$ cat config.mk
export PLATFORM = sky130hd
export DESIGN_NAME = inst_predecode
export DESIGN_NICKNAME = d
export VERILOG_FILES = /design/src/rv_isa_pkg.sv /design/src/bpu_pkg.sv /design/src/inst_predecode.sv
export SDC_FILE = /design/constraint.sdc
export NUM_CORES = 1
export LEC_CHECK = 0
export BUFFER_PORTS_ARGS = -buffer_cell sky130_fd_sc_hd__buf_2
export CORE_MARGIN = 5
export CORE_UTILIZATION = 29
export DETAILED_ROUTE_END_ITERATION = 10
export PLACE_DENSITY_LB_ADDON = 0.12
export SLEW_MARGIN = 20
export SYNTH_ARGS = -nofsm -noshare
export SYNTH_HDL_FRONTEND = slang
export SYNTH_SLANG_ARGS = --single-unit
$ cat constraint.sdc
create_clock -name vclk -period 0.8
set_clock_uncertainty 0.05 [all_clocks]
set_input_delay 0 -clock vclk [all_inputs]
set_output_delay 0 -clock vclk [all_outputs]
set_load 0.03 [all_outputs]
$ cat src/rv_isa_pkg.sv
package rv_isa_pkg;

    localparam int xlen = 32;

    typedef logic [xlen-1:0] addr_t;  // pc or target
    typedef logic [31:0]     inst_t;

    typedef logic [6:0]  opcode_t;
    typedef logic [4:0]  reg_idx_t;
    typedef logic [2:0]  funct3_t;
    typedef logic [11:0] imm12_t;

    // control-flow opcodes
    localparam opcode_t opc_branch = 7'b1100011;
    localparam opcode_t opc_jal    = 7'b1101111;
    localparam opcode_t opc_jalr   = 7'b1100111;

    // link registers per the calling convention
    localparam reg_idx_t reg_zero = 5'd0;
    localparam reg_idx_t reg_ra   = 5'd1;
    localparam reg_idx_t reg_t0   = 5'd5;

    // i-type view, also fits the opcode/rd/rs1 of every other format
    typedef struct packed {
        imm12_t   imm;
        reg_idx_t rs1;
        funct3_t  funct3;
        reg_idx_t rd;
        opcode_t  opcode;
    } i_type_t;

endpackage
$ cat src/bpu_pkg.sv
package bpu_pkg;

    import rv_isa_pkg::*;

    localparam int hist_len         = 16;
    localparam int tag_len          = 10;
    localparam int partial_tag_bits = 6;   // upper tag bits compared on lookup
    localparam int btb_tag_len      = 22;  // pc[31:10]

    localparam int bim_entries  = 512;
    localparam int tage_entries = 256;
    localparam int btb_entries  = 256;

    typedef logic [hist_len-1:0]              hist_t;
    typedef logic [1:0]                       ctr_t;   // bit 1 = predicted direction
    typedef logic [tag_len-1:0]               tag_t;
    typedef logic [btb_tag_len-1:0]           btb_tag_t;
    typedef logic [$clog2(bim_entries)-1:0]   bim_idx_t;
    typedef logic [$clog2(tage_entries)-1:0]  tage_idx_t;
    typedef logic [$clog2(btb_entries)-1:0]   btb_idx_t;

    localparam ctr_t ctr_strong_nt = 2'b00;
    localparam ctr_t ctr_weak_nt   = 2'b01;  // reset value
    localparam ctr_t ctr_weak_t    = 2'b10;
    localparam ctr_t ctr_strong_t  = 2'b11;

    // predecode result
    typedef struct packed {
        logic  is_branch;
        logic  is_jal;
        logic  is_jalr;
        logic  is_ret;
        addr_t b_offset;
        addr_t j_offset;
    } inst_class_t;

    // execute feedback
    typedef struct packed {
        logic  valid;
        logic  taken;
        logic  correct;
        addr_t pc;
        hist_t history;   // history seen at prediction time
        addr_t target;
    } bpu_update_t;

    typedef struct packed {
        logic  is_cf;
        logic  taken;
        addr_t target;
    } bpu_pred_t;

    // saturating step toward the outcome
    function automatic ctr_t ctr_next(ctr_t c, logic taken);
        ctr_t r;
        r = c;
        if (taken && c != ctr_strong_t) begin
            r = c + 2'd1;
        end else if (!taken && c != ctr_strong_nt) begin
            r = c - 2'd1;
        end
        return r;
    endfunction

    function automatic ctr_t ctr_strong(logic taken);
        return taken ? ctr_strong_t : ctr_strong_nt;
    endfunction

    function automatic ctr_t ctr_weak(logic taken);
        return taken ? ctr_weak_t : ctr_weak_nt;
    endfunction

endpackage

$ cat src/inst_predecode.sv
`timescale 1ns/1ns

module inst_predecode
    import rv_isa_pkg::*;
    import bpu_pkg::*;
(
    input  inst_t       inst_i,
    output inst_class_t class_o
);

    i_type_t f;
    logic    rs1_link;

    assign f = i_type_t'(inst_i);

    // ret is jalr x0, 0(ra) or jalr x0, 0(t0)
    assign rs1_link = (f.rs1 == reg_ra) || (f.rs1 == reg_t0);

    always_comb begin
        class_o.is_branch = (f.opcode == opc_branch);
        class_o.is_jal    = (f.opcode == opc_jal);
        class_o.is_jalr   = (f.opcode == opc_jalr);
        class_o.is_ret    = (f.opcode == opc_jalr) && rs1_link &&
                            (f.rd == reg_zero) && (f.imm == '0);

        // b-type immediate, 13 bits before sign extension
        class_o.b_offset = {{(xlen-13){inst_i[31]}},
                            inst_i[31],
                            inst_i[7],
                            inst_i[30:25],
                            inst_i[11:8],
                            1'b0};

        // j-type immediate, 21 bits
        class_o.j_offset = {{(xlen-21){inst_i[31]}},
                            inst_i[31],
                            inst_i[19:12],
                            inst_i[20],
                            inst_i[30:21],
                            1'b0};
    end

endmodule

==> qor.txt <==
storage element area = 0 µm²
Final min period = 946 ps
CLK BUF = 0
largest net degree at the start of global routing = 18
via/cell ratio = 3.84
Routed Antenna Nets = 0
number of remaining DRC errors = 0
CP endpoint kind = output port
Layout area overhead = 41.5%
Cell variety after synth = 12
DIE AREA = 0.00301 mm²
share of layout cells above drive strength 1 = 0.916
Synth area leader = buf_4
Pre-antenna DRT Iters = 1
nets = 153
Worst EP required = 750 ps
io pins = 100
die height = 54.9 µm
total power = 706 µW
Final Setup Violations = 4
initial detailed-routing violation count = 0
startpoint types = input pin
grt ovf = 0
top post-synthesis cells by count = 64 x buf_4, 4 x nor4_1, 2 x nor2_1, 2 x nor3_1
Synth Cell Area = 584 µm²
RSZ-0062 raised after global routing = yes
Post-Syn Area per Cell = 7.30 µm²
initial antenna violation count = 0
PortBufs = 90
Synth top area share = 0.822
ranking of synthesized cells by area = buf_4 82%, nor4_1 4.3%, nand4_2 2.1%
worst hold path type = input pin to output port
Worst Hold Depth = 2
Seq Cell Count = 0
worst vdd ir = 0.000520 V
Core Region = 0.00194 mm²
fmax = 1060 MHz
P per Cell Area = 853 mW/mm²
DR vias = 560
ant diodes = 0
failing checks = negative setup slack
Hold Crit Endpoint = class_o[11]
count leader, synth = buf_4
critical path class = input pin to output port
outcome = complete, but fails checks
starting density of the core = 0.301
DRT Wirelength = 1570 µm
Fill cells = 204
Layout Cells excl Fill = 146
crit path DAT = 900 ps
hold_sp = inst_i[20]
Die X = 54.9 µm
Placed Cells = 141
DP HPWL = 1310 µm
max_cap viols = 0
number of global-route vias before repair = 469
GP Congestion = 0.638
gr usage total = 0.0783
area occupied by multi-input gates = 186 µm²
WL/cell = 10.8 µm
Final Worst Setup Slack = -146 ps
Slew Limit Fails = 0
global-route wire length before repair = 1810 µm
cells after synthesis = 80
LEAKAGE = 0.476 nW
Worst Path Max Fanout = 2
Yosys warning total = 0
Tcrit/Tclk final = 1.18
register area share after synthesis = 0
row cnt = 16
final hold vios = 0
-- worst max-delay path by stage --
stage | start | to | slack [ps] | cells after the start
3_5_place_dp | inst_i[27] | class_o[64] | -340 | 5
5_1_grt | inst_i[23] | class_o[64] | -240 | 5
2_1_floorplan | inst_i[4] | class_o[64] | -120 | 3
4_1_cts | inst_i[20] | class_o[64] | -160 | 5
6_report | inst_i[29] | class_o[64] | -150 | 5
3_3_place_gp | inst_i[24] | class_o[64] | -360 | 5
-- metrics by stage --
stage | util | hold WS, ps | setup WS, ps | setup TNS (ps) | area [µm²]
2_1_floorplan | - | -2.77 | -118 | -241 | 602
3_5_place_dp | 0.339 | -49.8 | -340 | -654 | 658
5_1_grt | 0.426 | 216 | -240 | -534 | 827
3_3_place_gp | 0.339 | -49.8 | -357 | -664 | 658
4_1_cts | 0.419 | 204 | -160 | -292 | 815
6_report | 0.426 | 210 | -146 | -321 | 827
-- final cells by class --
type                            count  area share
Timing Repair Buffer              102       0.729
Multi-Input combinational cell     16       0.225
Tap cell                           27      0.0408
Inverter                            1     0.00454
-- cell families (layout without fill, tap and decap cells) --
| logic type | count (synthesis) | in the layout | synth area share |
|---|---|---|---|
| simple gates | 14 | 14 | 0.165 |
| other cells | 1 | 2 | 0.00642 |
| buf+inv | 65 | 103 | 0.829 |
-- critical path, cell delays in order --
cell     delay (ps)
buf_6           100
nor4_4          270
nand4_1         180
nor4_4          170
buf_6           170
-- metal layers --
metal / vias up / part of all wire / global-route usage
li1: 269 / - / -
met1: 232 / 0.29 / 0.0785
met2: 59 / 0.50 / 0.171
met3: 0 / 0.21 / 0.0109
met4: 0 / 0 / 0
met5: - / 0 / 0
-- report_power, final --
group / internal [mW] / switching (mW)
clock network: 0 / 0
registers: 0 / 0
logic: 0.215 / 0.491
-- what timing repair did --
action / in CTS / in global routing
hold buffers: 4 / 0
endpoints found under the setup margin: 3 / 4
setup buffers: 0 / 1
gates resized for setup: 22 / 1
pin swaps: 8 / 1
hold endpoints to repair: 4 / 0
-- cell usage in the layout (no fill, tap or decap) --
cell and n:
buf_2 81, buf_4 9, buf_6 8, dlygate4sd3_1 4, nor4_4 3, nor4_2 2, nor3_2 2, conb_1 2
and3b_2 1, nand4_4 1, nor2_1 1, nand4_1 1, nand3b_1 1, nand3_2 1, inv_1 1, nor2_4 1
No activity file was read; power rests on OpenSTA's default activity.
