[config.mk]
export PLATFORM = sky130hd
export DESIGN_NAME = next_pc_select
export DESIGN_NICKNAME = d
export VERILOG_FILES = /design/src/rv_isa_pkg.sv /design/src/bpu_pkg.sv /design/src/next_pc_select.sv
export SDC_FILE = /design/constraint.sdc
export NUM_CORES = 1
export LEC_CHECK = 0
export ABC_AREA = 1
export BUFFER_PORTS_ARGS = -buffer_cell sky130_fd_sc_hd__buf_2
export CAP_MARGIN = 20
export CORE_MARGIN = 2
export CORE_UTILIZATION = 26
export DETAILED_ROUTE_END_ITERATION = 10
export GPL_TIMING_DRIVEN = 0
export PLACE_DENSITY = 0.49
export SETUP_SLACK_MARGIN = 0.3
export SLEW_MARGIN = 40
export SYNTH_ARGS = -nofsm -noshare
export SYNTH_HDL_FRONTEND = slang
export SYNTH_SLANG_ARGS = --single-unit
[constraint.sdc]
create_clock -name vclk -period 2.4
set_input_delay 0.12 -clock vclk [all_inputs]
set_output_delay 0.12 -clock vclk [all_outputs]
set_load 0.05 [all_outputs]
[src/rv_isa_pkg.sv]
package rv_isa_pkg;

    localparam int xlen = 32;

    typedef logic [xlen-1:0] addr_t;  // pc or target
    typedef logic [31:0]     inst_t;

    typedef logic [6:0]  opcode_t;
    typedef logic [4:0]  reg_idx_t;
    typedef logic [2:0]  funct3_t;
    typedef logic [11:0] imm12_t;

    // control-flow opcodes
    localparam opcode_t opc_branch = 7'b1100011;
    localparam opcode_t opc_jal    = 7'b1101111;
    localparam opcode_t opc_jalr   = 7'b1100111;

    // link registers per the calling convention
    localparam reg_idx_t reg_zero = 5'd0;
    localparam reg_idx_t reg_ra   = 5'd1;
    localparam reg_idx_t reg_t0   = 5'd5;

    // i-type view, also fits the opcode/rd/rs1 of every other format
    typedef struct packed {
        imm12_t   imm;
        reg_idx_t rs1;
        funct3_t  funct3;
        reg_idx_t rd;
        opcode_t  opcode;
    } i_type_t;

endpackage
[src/bpu_pkg.sv]
package bpu_pkg;

    import rv_isa_pkg::*;

    localparam int hist_len         = 16;
    localparam int tag_len          = 10;
    localparam int partial_tag_bits = 6;   // upper tag bits compared on lookup
    localparam int btb_tag_len      = 22;  // pc[31:10]

    localparam int bim_entries  = 512;
    localparam int tage_entries = 256;
    localparam int btb_entries  = 256;

    typedef logic [hist_len-1:0]              hist_t;
    typedef logic [1:0]                       ctr_t;   // bit 1 = predicted direction
    typedef logic [tag_len-1:0]               tag_t;
    typedef logic [btb_tag_len-1:0]           btb_tag_t;
    typedef logic [$clog2(bim_entries)-1:0]   bim_idx_t;
    typedef logic [$clog2(tage_entries)-1:0]  tage_idx_t;
    typedef logic [$clog2(btb_entries)-1:0]   btb_idx_t;

    localparam ctr_t ctr_strong_nt = 2'b00;
    localparam ctr_t ctr_weak_nt   = 2'b01;  // reset value
    localparam ctr_t ctr_weak_t    = 2'b10;
    localparam ctr_t ctr_strong_t  = 2'b11;

    // predecode result
    typedef struct packed {
        logic  is_branch;
        logic  is_jal;
        logic  is_jalr;
        logic  is_ret;
        addr_t b_offset;
        addr_t j_offset;
    } inst_class_t;

    // execute feedback
    typedef struct packed {
        logic  valid;
        logic  taken;
        logic  correct;
        addr_t pc;
        hist_t history;   // history seen at prediction time
        addr_t target;
    } bpu_update_t;

    typedef struct packed {
        logic  is_cf;
        logic  taken;
        addr_t target;
    } bpu_pred_t;

    // saturating step toward the outcome
    function automatic ctr_t ctr_next(ctr_t c, logic taken);
        ctr_t r;
        r = c;
        if (taken && c != ctr_strong_t) begin
            r = c + 2'd1;
        end else if (!taken && c != ctr_strong_nt) begin
            r = c - 2'd1;
        end
        return r;
    endfunction

    function automatic ctr_t ctr_strong(logic taken);
        return taken ? ctr_strong_t : ctr_strong_nt;
    endfunction

    function automatic ctr_t ctr_weak(logic taken);
        return taken ? ctr_weak_t : ctr_weak_nt;
    endfunction

endpackage

[src/next_pc_select.sv]
`timescale 1ns/1ns

module next_pc_select
    import rv_isa_pkg::*;
    import bpu_pkg::*;
(
    input  addr_t       pc_i,
    input  inst_class_t class_i,
    input  logic        dir_taken_i,
    input  logic        btb_hit_i,
    input  addr_t       btb_target_i,
    input  logic        ras_valid_i,
    input  addr_t       ras_top_i,
    output bpu_pred_t   pred_o
);

    addr_t pc_plus4;

    assign pc_plus4 = pc_i + addr_t'(4);

    always_comb begin
        pred_o.is_cf  = class_i.is_branch || class_i.is_jal || class_i.is_jalr;
        pred_o.taken  = 1'b0;
        pred_o.target = pc_plus4;

        if (class_i.is_ret) begin
            // empty stack falls through
            pred_o.taken = ras_valid_i;
            if (ras_valid_i) begin
                pred_o.target = ras_top_i;
            end
        end else if (class_i.is_jal) begin
            pred_o.taken  = 1'b1;
            pred_o.target = btb_hit_i ? btb_target_i : pc_i + class_i.j_offset;
        end else if (class_i.is_branch || class_i.is_jalr) begin
            pred_o.taken = dir_taken_i;
            if (dir_taken_i) begin
                if (btb_hit_i) begin
                    pred_o.target = btb_target_i;
                end else if (class_i.is_branch) begin
                    pred_o.target = pc_i + class_i.b_offset;
                end
                // jalr without a btb hit keeps pc+4
            end
        end
    end

endmodule

==> flow_summary.toml <==
[outcome]
outcome = "finished, final reports clean"

[worst_hold_path]
min_path_cells = 4
hp-class = "input port to primary output"

[sta]
timing.final.max_slew_violations = 0
period_share = 0.9345
grt_setup_unrepaired = "yes"
finalHoldViolCount = 0
setup-tns-final_ns = 0
timing.final.crit_period_ns = 2.243
max_slew.worst_pin.slew_ns = 0.8469
hold-worst-slack_ns = 0.6204
slew-limit-headroom = 0.4354
final-setup-viol-count = 0
final_critical_path_setup_slack_ns = 0.1573
fmax_mhz = 445.9

[grt]
initial_antenna_violation_count = 0
gr-usage-all-layers = 0.2569
grt.overflow.total = 0
grt_start_max_net_pins = 11
grt_pass1_wl_mm = 57.60
vias_in_the_first_global_route = 10014

[clocking]
hold_buffers = 0

[finish]
n_fill_cell = 3117
syn_to_final_growth_pct = 58.45
fraction_of_layout_instances_using_a_drive_strength_above_1 = 0.3557
instances_no_fill = 2166
seq_cells = 0
multi_input_area_um2 = 8357
diodes = 0
num-nets-final = 2022
area_taken_by_flip_flops_and_latches_um2 = 0
clkbuf_count = 0

[placed_design]
routabilityCongestion = 0.9923
numPortBuffers = 200
dp_hpwl_mm = 32.66
detailedPlace.worstSlack_ns = -0.2961
numPlacedInstances = 2121

[synth]
ys_seq_area_frac = 0
synth_nets = 1775
synthDistinctLibCells = 40
syn_avg_cell_area_um2 = 4.731
synth-warning-count = 0
syn-cell-area_um2 = 7300
postSynthCellCount = 1543

[critical_path]
cp-end-kind = "primary output"
critical_path.startpoint_type = "input port"
critical_path_peak_fanout = 3
worstSetupEndpoint = "pred_o[18]"
critical_path_required_ns = 2.28
crit_arrival_ns = 2.12
path_class = "input port to primary output"
critPathLaunch = "pc_i[0]"

[routing]
routed_wire_length_per_instance_um = 18.34
detail_route.iter0.violations = 994
drt_pass1_iterations = 5
drcViolationCount = 0
postRouteWirelength_mm = 39.73
avgViaCountPerCell = 5.100
route.antenna.remaining_nets = 0
vias = 11046

[die]
core_area_um2 = 27710
die_w_um = 171.6
die_area_um2 = 29430
fp-row-count = 61
die_h_um = 171.6
floorplan.initialDensity = 0.2635
top_level_ports = 201

[power_and_ir_drop]
max_vdd_drop_mv = 0.1292
pwr_density_cell_nw_per_um2 = 265.7
power_leakage_nw = 5.784

[flow_run]
number_of_max_cap_violations = 0
## final cells by class
cell class / instances / area share
multi-input combinational: 1290 / 0.7225
timing repair buffer: 245 / 0.1514
inverter: 214 / 0.07010
tap: 378 / 0.04089
buffer: 39 / 0.01504
## timing repair
action,CTS,global route
endpoints found under the setup margin,33,32
pin swaps,75,110
resized for setup,324,270
setup buffers,22,23
## cell families (layout without fill, tap and decap cells)
family	after synthesis	count (layout)	synth area share
AND/OR/NAND/NOR	960	960	0.5420
adder cells (fa/ha/maj)	65	65	0.1135
XOR/XNOR	33	33	0.04165
buffers and inverters	253	498	0.1320
AO/OA/AOI/OAI	232	232	0.1709
## power by group
group          switching (mW)  internal (mW)
Clock                       0              0
Sequential                  0              0
Combinational            1.90           1.17
Total                    1.90           1.17
## metrics by stage
step	power [mW]	cell area (um^2)	util
4_1_cts	2.675	10430	0.3765
5_1_grt	3.314	11570	0.4175
2_1_floorplan	1.451	7303	-
6_report	3.073	11570	0.4175
3_3_place_gp	2.198	8777	0.3168
3_5_place_dp	2.199	8777	0.3168
## synthesized netlist by cell type, drive strengths merged
master  number  share of area
a21o         3         0.0031
a21oi      110          0.075
a221oi       2         0.0024
a22oi        4         0.0041
a31oi       12          0.010
and2         4         0.0034
buf         10         0.0070
clkbuf      29          0.015
clkinv       3         0.0015
fa           2         0.0055
ha          63           0.11
inv        211           0.11
nand2      619           0.32
nand3      109          0.076
nand3b      13          0.013
nand4       15          0.013
nor2       165          0.089
nor3        22          0.015
nor3b        1         0.0017
nor4         1        0.00086
o211ai      11          0.011
o21ai       82          0.056
o21bai       5         0.0051
o221ai       1         0.0012
o22ai        2         0.0017
or2         11         0.0094
xnor2       14          0.019
xor2        19          0.023
## worst max-delay path, cell delays in order
cell,delay (ns)
sky130_fd_sc_hd__buf_8,0.11
sky130_fd_sc_hd__ha_4,0.16
sky130_fd_sc_hd__fa_2,0.37
sky130_fd_sc_hd__nand2_2,0.08
sky130_fd_sc_hd__nand2_2,0.05
sky130_fd_sc_hd__nand3b_1,0.10
sky130_fd_sc_hd__nand2_2,0.10
sky130_fd_sc_hd__nand2_2,0.10
sky130_fd_sc_hd__nand2_4,0.08
sky130_fd_sc_hd__nand2_2,0.08
sky130_fd_sc_hd__nand2_2,0.05
sky130_fd_sc_hd__nand2_2,0.07
sky130_fd_sc_hd__nand3_2,0.07
sky130_fd_sc_hd__nand2_1,0.11
sky130_fd_sc_hd__nand2_1,0.05
sky130_fd_sc_hd__nand2_1,0.05
sky130_fd_sc_hd__nand2_1,0.04
sky130_fd_sc_hd__nand2_1,0.07
sky130_fd_sc_hd__nand2_2,0.08
sky130_fd_sc_hd__buf_8,0.17
## per-layer routing
metal,GRT usage,vias up,part of all wire
li1,-,5422,-
met1,0.3677,5009,0.46
met2,0.4034,547,0.43
met3,0.02462,68,0.083
met4,0.07959,0,0.033
met5,0,-,0
## layout by cell type (no fill, tap or decap), types with 12 or more instances in the layout
cell,Yosys,routed
sky130_fd_sc_hd__inv_1,209,196
sky130_fd_sc_hd__buf_8,0,18
sky130_fd_sc_hd__nand2_2,3,102
sky130_fd_sc_hd__xor2_1,19,14
sky130_fd_sc_hd__nor2_2,2,19
sky130_fd_sc_hd__clkbuf_1,29,21
sky130_fd_sc_hd__nor2_1,161,133
sky130_fd_sc_hd__a31oi_1,12,12
sky130_fd_sc_hd__nor2_4,1,12
sky130_fd_sc_hd__nand3_1,107,68
sky130_fd_sc_hd__inv_2,2,12
sky130_fd_sc_hd__o21ai_1,3,24
sky130_fd_sc_hd__nand2_1,615,490
sky130_fd_sc_hd__ha_4,0,61
sky130_fd_sc_hd__a21oi_1,110,60
sky130_fd_sc_hd__nand3_2,2,33
sky130_fd_sc_hd__a21oi_2,0,42
sky130_fd_sc_hd__o21ai_0,79,49
sky130_fd_sc_hd__nand2_4,1,27
sky130_fd_sc_hd__buf_2,5,152
sky130_fd_sc_hd__nand4_1,15,15
sky130_fd_sc_hd__buf_4,2,53
sky130_fd_sc_hd__buf_6,0,30
sky130_fd_sc_hd__nand3b_1,13,13
## worst min path at each step
stage                  start          to  slack, ns
2_1_floorplan    class_i[65]  pred_o[33]       0.60
3_3_place_gp     class_i[65]  pred_o[33]       0.66
3_5_place_dp     class_i[65]  pred_o[33]       0.66
4_1_cts        ras_top_i[22]  pred_o[22]       0.62
5_1_grt        ras_top_i[25]  pred_o[25]       0.66
6_report       ras_top_i[22]  pred_o[22]       0.62
No activity file was read; power rests on OpenSTA's default activity.
