## src/rv_isa_pkg.sv

```systemverilog
package rv_isa_pkg;

    localparam int xlen = 32;

    typedef logic [xlen-1:0] addr_t;  // pc or target
    typedef logic [31:0]     inst_t;

    typedef logic [6:0]  opcode_t;
    typedef logic [4:0]  reg_idx_t;
    typedef logic [2:0]  funct3_t;
    typedef logic [11:0] imm12_t;

    // control-flow opcodes
    localparam opcode_t opc_branch = 7'b1100011;
    localparam opcode_t opc_jal    = 7'b1101111;
    localparam opcode_t opc_jalr   = 7'b1100111;

    // link registers per the calling convention
    localparam reg_idx_t reg_zero = 5'd0;
    localparam reg_idx_t reg_ra   = 5'd1;
    localparam reg_idx_t reg_t0   = 5'd5;

    // i-type view, also fits the opcode/rd/rs1 of every other format
    typedef struct packed {
        imm12_t   imm;
        reg_idx_t rs1;
        funct3_t  funct3;
        reg_idx_t rd;
        opcode_t  opcode;
    } i_type_t;

endpackage
```

## src/return_stack.sv

```systemverilog
`timescale 1ns/1ns

module return_stack
    import rv_isa_pkg::*;
#(
    parameter int ras_depth = 32
) (
    input  logic  clk,
    input  logic  rst,
    input  logic  push_i,
    input  addr_t push_addr_i,
    input  logic  pop_i,
    input  logic  stall_i,
    output logic  valid_o,
    output addr_t top_o
);

    // pointer must reach ras_depth itself to mark full
    localparam int ptr_w = $clog2(ras_depth + 1);
    localparam int idx_w = (ras_depth > 1) ? $clog2(ras_depth) : 1;

    typedef logic [ptr_w-1:0] ptr_t;
    typedef logic [idx_w-1:0] idx_t;

    addr_t stack_q [ras_depth];
    ptr_t  sp_q;           // next free slot
    ptr_t  sp_popped;      // pointer after the pop step
    ptr_t  sp_d;
    logic  do_push;
    idx_t  top_idx;

    always_comb begin
        sp_popped = sp_q;
        if (pop_i && sp_q != '0) begin
            sp_popped = sp_q - 1'b1;
        end
        do_push = push_i && (sp_popped != ptr_t'(ras_depth));  // full drops the push
        sp_d    = do_push ? sp_popped + 1'b1 : sp_popped;
    end

    always_ff @(posedge clk or posedge rst) begin
        if (rst) begin
            sp_q <= '0;
        end else if (!stall_i) begin
            sp_q <= sp_d;
        end
    end

    // push lands on the slot the pop just freed
    always_ff @(posedge clk) begin
        if (!stall_i && do_push) begin
            stack_q[idx_t'(sp_popped)] <= push_addr_i;
        end
    end

    assign top_idx = idx_t'(sp_q - 1'b1);
    assign valid_o = (sp_q != '0);
    assign top_o   = stack_q[top_idx];

endmodule

```

## config.mk

```make
export PLATFORM = sky130hd
export DESIGN_NAME = return_stack
export DESIGN_NICKNAME = d
export VERILOG_FILES = /design/src/rv_isa_pkg.sv /design/src/return_stack.sv
export SDC_FILE = /design/constraint.sdc
export NUM_CORES = 1
export LEC_CHECK = 0
export BUFFER_PORTS_ARGS = -buffer_cell sky130_fd_sc_hd__buf_2
export CORE_ASPECT_RATIO = 2
export CORE_MARGIN = 10
export CORE_UTILIZATION = 65
export CTS_BUF_LIST = sky130_fd_sc_hd__clkbuf_4 sky130_fd_sc_hd__clkbuf_8
export DETAILED_ROUTE_END_ITERATION = 8
export PLACE_DENSITY_LB_ADDON = 0.3
export SYNTH_ARGS = -nofsm -noshare
export SYNTH_HDL_FRONTEND = slang
export SYNTH_SLANG_ARGS = --single-unit
```

## constraint.sdc

```tcl
create_clock -name clk -period 8.5 [get_ports clk]
set_clock_uncertainty 0.1 [all_clocks]
set_input_delay 0.425 -clock clk [delete_from_list [all_inputs] [get_ports clk]]
set_output_delay 0.425 -clock clk [all_outputs]
set_load 0.02 [all_outputs]
```

==> impl_metrics.tcl, run 1 <==
set metrics [dict create \
    clock_sinks 1030 \
    synth_flop_cell "edfxtp_1" \
    hold_class "in2async" \
    overflow 0 \
    final_cell_mix "edfxtp_1, mux4_2, nand2_1" \
    crit_type "reg2out" \
    vias 19957 \
    end_kind "primary output" \
    synthesis.instances 1874 \
    cts_made_buffers 131 \
    fin_nets 2061 \
    grt_pass1_wl_mm 140.2 \
    htreeDepth 4 \
    ys_ff_latch 1030 \
    crit_family "buffers and inverters" \
    grt_util_all_layers_pct 26.84 \
    power_frac_comb_pct 40.7 \
    die_area_mm2 0.07201 \
    via_per_inst 6.882 \
    start_util_pct 65.46 \
    async_reset_ff_share_pct 0.5825 \
    reg2reg_slack_ps 3570 \
    r2r_cells 10 \
    fin_crit_sh_pct 64.44 \
    drt_first_pass_iters 5 \
    p_sw_share_pct 36.74 \
    top_level_ports 70 \
    yosys.area.top_type_share_pct 77.39 \
    max_freq_ghz 0.1826 \
    synth_cell_types 48 \
    avgSynthCellArea_um2 21.20 \
    setup_viol 0 \
    clock_latency_ps 720 \
    port_buffers 69 \
    r2r-end "stack_q[1][17]" \
    yosys_warnings 0 \
    ys_top_cells_by_area "edfxtp_1, mux4_2, nand2_1" \
    post_cts_buffers 0 \
    drcViolationCount 0 \
    synth_nets 1915 \
    fillerInstances 3329 \
    synth_area_leader_cell "edfxtp_1" \
    die_y_um 369.6 \
    slew_viol_final 0 \
    crit-reg2reg-launch "sp_q[0]" \
    grt_max_degree 152 \
    drt_iter0_drc 2257 \
    p_total_mw 15.75 \
    syn_to_final_growth_pct 10.28 \
    path_cells "buf_12, buf_4, mux4_2, mux2i_1, a32oi_1, and3_1, buf_2" \
    timing.hold.ws_ps 52.20 \
    antenna_found_initial 4 \
    layout_commonest_cell "edfxtp_1" \
    setup_tns_ps 0 \
    clock_path_buffers 3 \
    crit_slowest_cell "buf_4" \
    drive_gt1_share_pct 29.19 \
    cts.clk_slew.worst_paths_ps 70 \
    cp-endpoint "top_o[15]" \
    placedCellCount 2665 \
    cts-root-buf "clkbuf_8" \
    rows 128 \
    leakagePower_nw 13.89 \
    peakVddDrop_mv 0.5498 \
    rsz0062_at_grt "false" \
    gp_congestion 0.8720 \
    tritoncts "done" \
    slew-limit-headroom_pct 25.32 \
    power.clock.fraction_pct 21.9 \
    coreArea_mm2 0.06070 \
    dpl.hpwl_mm 50.82 \
    power.internal_mw 9.961 \
    synth-edff-count 1024 \
    startpoint_type "flop" \
    grt_pass1_vias 20896 \
    multi_input_area_mm2 0.008670 \
    fin_util_pct 72.19 \
    crit_buf_inv 3 \
    cap_violations 0 \
    final-seq-area_mm2 0.03090 \
    slowest_delay_ps 930 \
    wl_per_cell_um 33.01 \
    drtAntennaViolNets 0 \
    power.share.sequential_pct 37.4 \
    cp.depth 7 \
    die_w_um 194.8 \
    crit_arrival_ps 4950 \
    stdcell_count 2900 \
    switching_power_mw 5.784 \
    startpoint "sp_q[0]" \
    status "complete, no violations" \
    tightest_slew_ps 1120 \
    hold_violations 0 \
    required_ps 7980 \
    fin_crit_ps 5478 \
    syn_area_mm2 0.03973 \
    postRouteWirelength_mm 95.74 \
    ys_seq_area_share_pct 77.77 \
    power_density_mw_per_mm2 359.4 \
    cp_max_fo 111 \
]
## state kept, by name (all words and copies together) (netlist names)
register  count
stack_q    1024
sp_q          6
## metal layers
metal | global-route usage, % | vias up | part of all wire (%)
met5 | 0 | - | 0.010
met4 | 14.77 | 2 | 5.5
met3 | 4.151 | 305 | 8.1
met2 | 46.09 | 1256 | 53
met1 | 32.14 | 10366 | 33
li1 | - | 8028 | -
## layout make-up
class / instances / share of cell area [%]
diodes: 3 / 0.01713
clock buffers: 163 / 4.720
clock inverters: 67 / 0.9481
inverters: 6 / 0.05140
multi-input cells: 735 / 19.79
flip-flops and latches: 1030 / 70.53
well taps: 780 / 2.227
repair buffers: 116 / 1.719
## cell families after synthesis
kind of cell    count (synthesis)  synth area share (%)
buf+inv                       109                 1.171
compound gates                 52                 1.046
xor+xnor                        9                0.1984
fa+ha+maj                       4                0.1260
mux                           290                 15.37
simple gates                  380                 4.321
flops                        1030                 77.77
## through the flow
step / worst slack, ps / instance area (µm²)
after global placement: 3676 / 41300
after global routing: 2649 / 43810
after CTS: 2921 / 43810
after floorplan: 3558 / 39730
final: 3022 / 43820
after detailed placement: 3587 / 41300
## cell usage after synthesis (all sizes together), types with 3 or more instances
library cell  instances
a21oi                 5
a32oi                32
and3                 36
buf                  36
clkbuf               67
dfrtp                 6
edfxtp             1024
ha                    4
inv                   6
mux2i                34
mux4                256
nand2               206
nand3                68
nand3b                4
nor2                 39
nor2b                 4
nor3                  6
o21ai                 5
or4b                  3
xnor2                 7
## timing repair
item                                   in CTS  in global routing
resized for setup                           0                  0
endpoints found under the hold margin       8                  0
hold buffers                                2                  0
## tightest hold or removal path, delay by kind of cell
kind	cells	cell delay, ps
buffers and inverters	3	830
## power groups by stage
stage / Clock, mW / Sequential (mW) / Combinational, mW
2_1_floorplan: 0 / 5.92 / 4.29
3_3_place_gp: 0 / 5.99 / 6.37
3_5_place_dp: 0 / 6.00 / 6.42
4_1_cts: 3.49 / 5.89 / 6.45
5_1_grt: 3.69 / 5.91 / 6.77
6_report: 3.45 / 5.89 / 6.41
## worst min path at each step
stage | startpoint | to | slack [ps] | depth (start not counted)
floorplan | rst | sp_q[0] | 120 | 1
global placement | rst | sp_q[0] | 240 | 2
detailed placement | rst | sp_q[4] | 250 | 2
CTS | rst | sp_q[4] | 20 | 3
global route | rst | sp_q[0] | 90 | 3
finish | rst | sp_q[4] | 50 | 3
Note: power is estimated with default switching activity, not from simulation.
==> inputs of run 2 (changes only) <==
- CORE_UTILIZATION: 65 -> 59
- clock period: 8.5 -> 5 ns (I/O delays scaled with it)
==> impl_metrics.tcl, run 2 (synthesis results as in run 1) <==
set metrics [dict create \
    die_w_um 203.5 \
    htreeDepth 4 \
    fin_nets 2114 \
    gr-usage-met2_pct 42.64 \
    largest_reg_flops 1024 \
    required_ps 4650 \
    setup_tns_ps 0 \
    r2r-end "stack_q[17][0]" \
    reg_top3 "stack_q: 1024 flops, sp_q: 6 flops" \
    use_met3_pct 4.395 \
    cap_violations 0 \
    crit_arrival_ps 4030 \
    place_area_mm2 0.04175 \
    final_cell_mix "edfxtp_1, mux4_2, nand2_1" \
    tritoncts "done" \
    power_density_mw_per_mm2 604.2 \
    grt_pass1_wl_mm 139.7 \
    overflow 0 \
    drcViolationCount 0 \
    postRouteWirelength_mm 93.99 \
    crit_type "reg2out" \
    clock_sinks 1030 \
    slew_viol_final 0 \
    fin_ws_ps 623.6 \
    dpl.hpwl_mm 53.42 \
    tightest_slew_ps 1182 \
    hold_violations 0 \
    clock_path_buffers 3 \
    end_kind "primary output" \
    coreArea_mm2 0.06673 \
    syn_to_final_growth_pct 12.47 \
    top_level_ports 70 \
    cts_made_buffers 133 \
    use_met1_pct 29.20 \
    vias 20005 \
    die_y_um 387.0 \
    cts.clk_slew.worst_paths_ps 70 \
    via_per_inst 6.540 \
    startpoint_type "flop" \
    place_ws_ps 688.9 \
    leakagePower_nw 14.19 \
    clock_latency_ps 750 \
    hold_class "in2reg" \
    peakVddDrop_mv 0.8850 \
    max_freq_ghz 0.2285 \
    grt_busiest_layer "met2" \
    drt_iter0_drc 2276 \
    cts-root-buf "clkbuf_8" \
    hold_depth 4 \
    drt_first_pass_iters 5 \
    r2r_cells 10 \
    crit-reg2reg-launch "sp_q[1]" \
    start_util_pct 59.54 \
    cts_resized 0 \
    die_area_mm2 0.07875 \
    reg2reg_slack_ps 660 \
    rows 134 \
    grt_pass1_vias 21057 \
    wl_per_cell_um 30.73 \
    gp_congestion 0.8625 \
    finish.instance_area_mm2 0.04469 \
    grt_max_degree 134 \
    whs_endpoint "sp_q[0]" \
    fillerInstances 4267 \
    setup_viol 0 \
    min_from "pop_i" \
    rsz0062_at_grt "false" \
    post_cts_buffers 0 \
    slew-limit-headroom_pct 21.00 \
    fin_crit_ps 4376 \
    antenna_found_initial 1 \
    drtAntennaViolNets 0 \
    fin_crit_sh_pct 87.53 \
    status "complete, no violations" \
    cp_max_fo 103 \
    layout_commonest_cell "edfxtp_1" \
    registers.top_by_ff_count "stack_q" \
    drive_gt1_share_pct 29.68 \
    grt_util_all_layers_pct 24.46 \
    port_buffers 69 \
]
-- run 2: worst max-delay path, cell delays in order (launching register included) --
cell	delay (ps)
dfrtp_4	430
buf_4	570
buf_12	620
mux4_2	600
mux2i_1	250
a32oi_1	190
and3_1	290
buf_2	170
-- run 2: routing by layer --
layer	share of wire, %	wire length (µm)
met1	34	31760
met2	55	51400
met3	7.4	6961
met4	4.1	3868
met5	0	0
-- run 2: worst max-delay path by stage --
stage | startpoint | end | slack (ps) | cells after the start
4_1_cts | sp_q[0] | top_o[31] | 510 | 7
6_report | sp_q[0] | top_o[25] | 620 | 7
5_1_grt | sp_q[0] | top_o[25] | 360 | 7
2_1_floorplan | sp_q[0] | stack_q[21][0] | 60 | 13
3_3_place_gp | sp_q[1] | stack_q[17][0] | 800 | 10
3_5_place_dp | sp_q[1] | stack_q[17][2] | 690 | 10
-- run 2: repair_timing --
action,in CTS,in global routing
hold buffers,36,0
hold endpoints to repair,1036,0
endpoints found under the setup margin,0,0
-- run 2: where the power goes --
group | internal [mW] | total [mW] | switching [mW] | leakage, nW
logic | 4.33 | 11.1 | 6.72 | 3.56
clock network | 3.03 | 6.01 | 2.98 | 1.34
registers | 9.82 | 9.94 | 0.117 | 9.28
total | 17.2 | 27.0 | 9.82 | 14.2
-- run 2: area by class of cell --
type                    instances  area [µm²]  share of cell area, %
flip-flops and latches       1030       30900                  69.16
multi-input cells             735        8670                  19.40
clock buffers                 177        2192                  4.905
repair buffers                167        1409                  3.153
well taps                     884        1106                  2.475
clock inverters                58       379.1                 0.8484
inverters                       6       22.52                0.05040
diodes                          2       5.005                0.01120
-- run 2: metrics by stage --
stage / util, % / hold slack [ps] / power (mW) / std cells
after floorplan: - / -59.04 / 17.34 / 1874
after global placement: 62.57 / 101.8 / 21.11 / 2786
after detailed placement: 62.57 / 108.0 / 21.22 / 2786
after CTS: 66.96 / 66.94 / 27.19 / 3057
after global routing: 66.96 / 119.3 / 28.16 / 3058
final: 66.97 / 124.3 / 27.00 / 3059
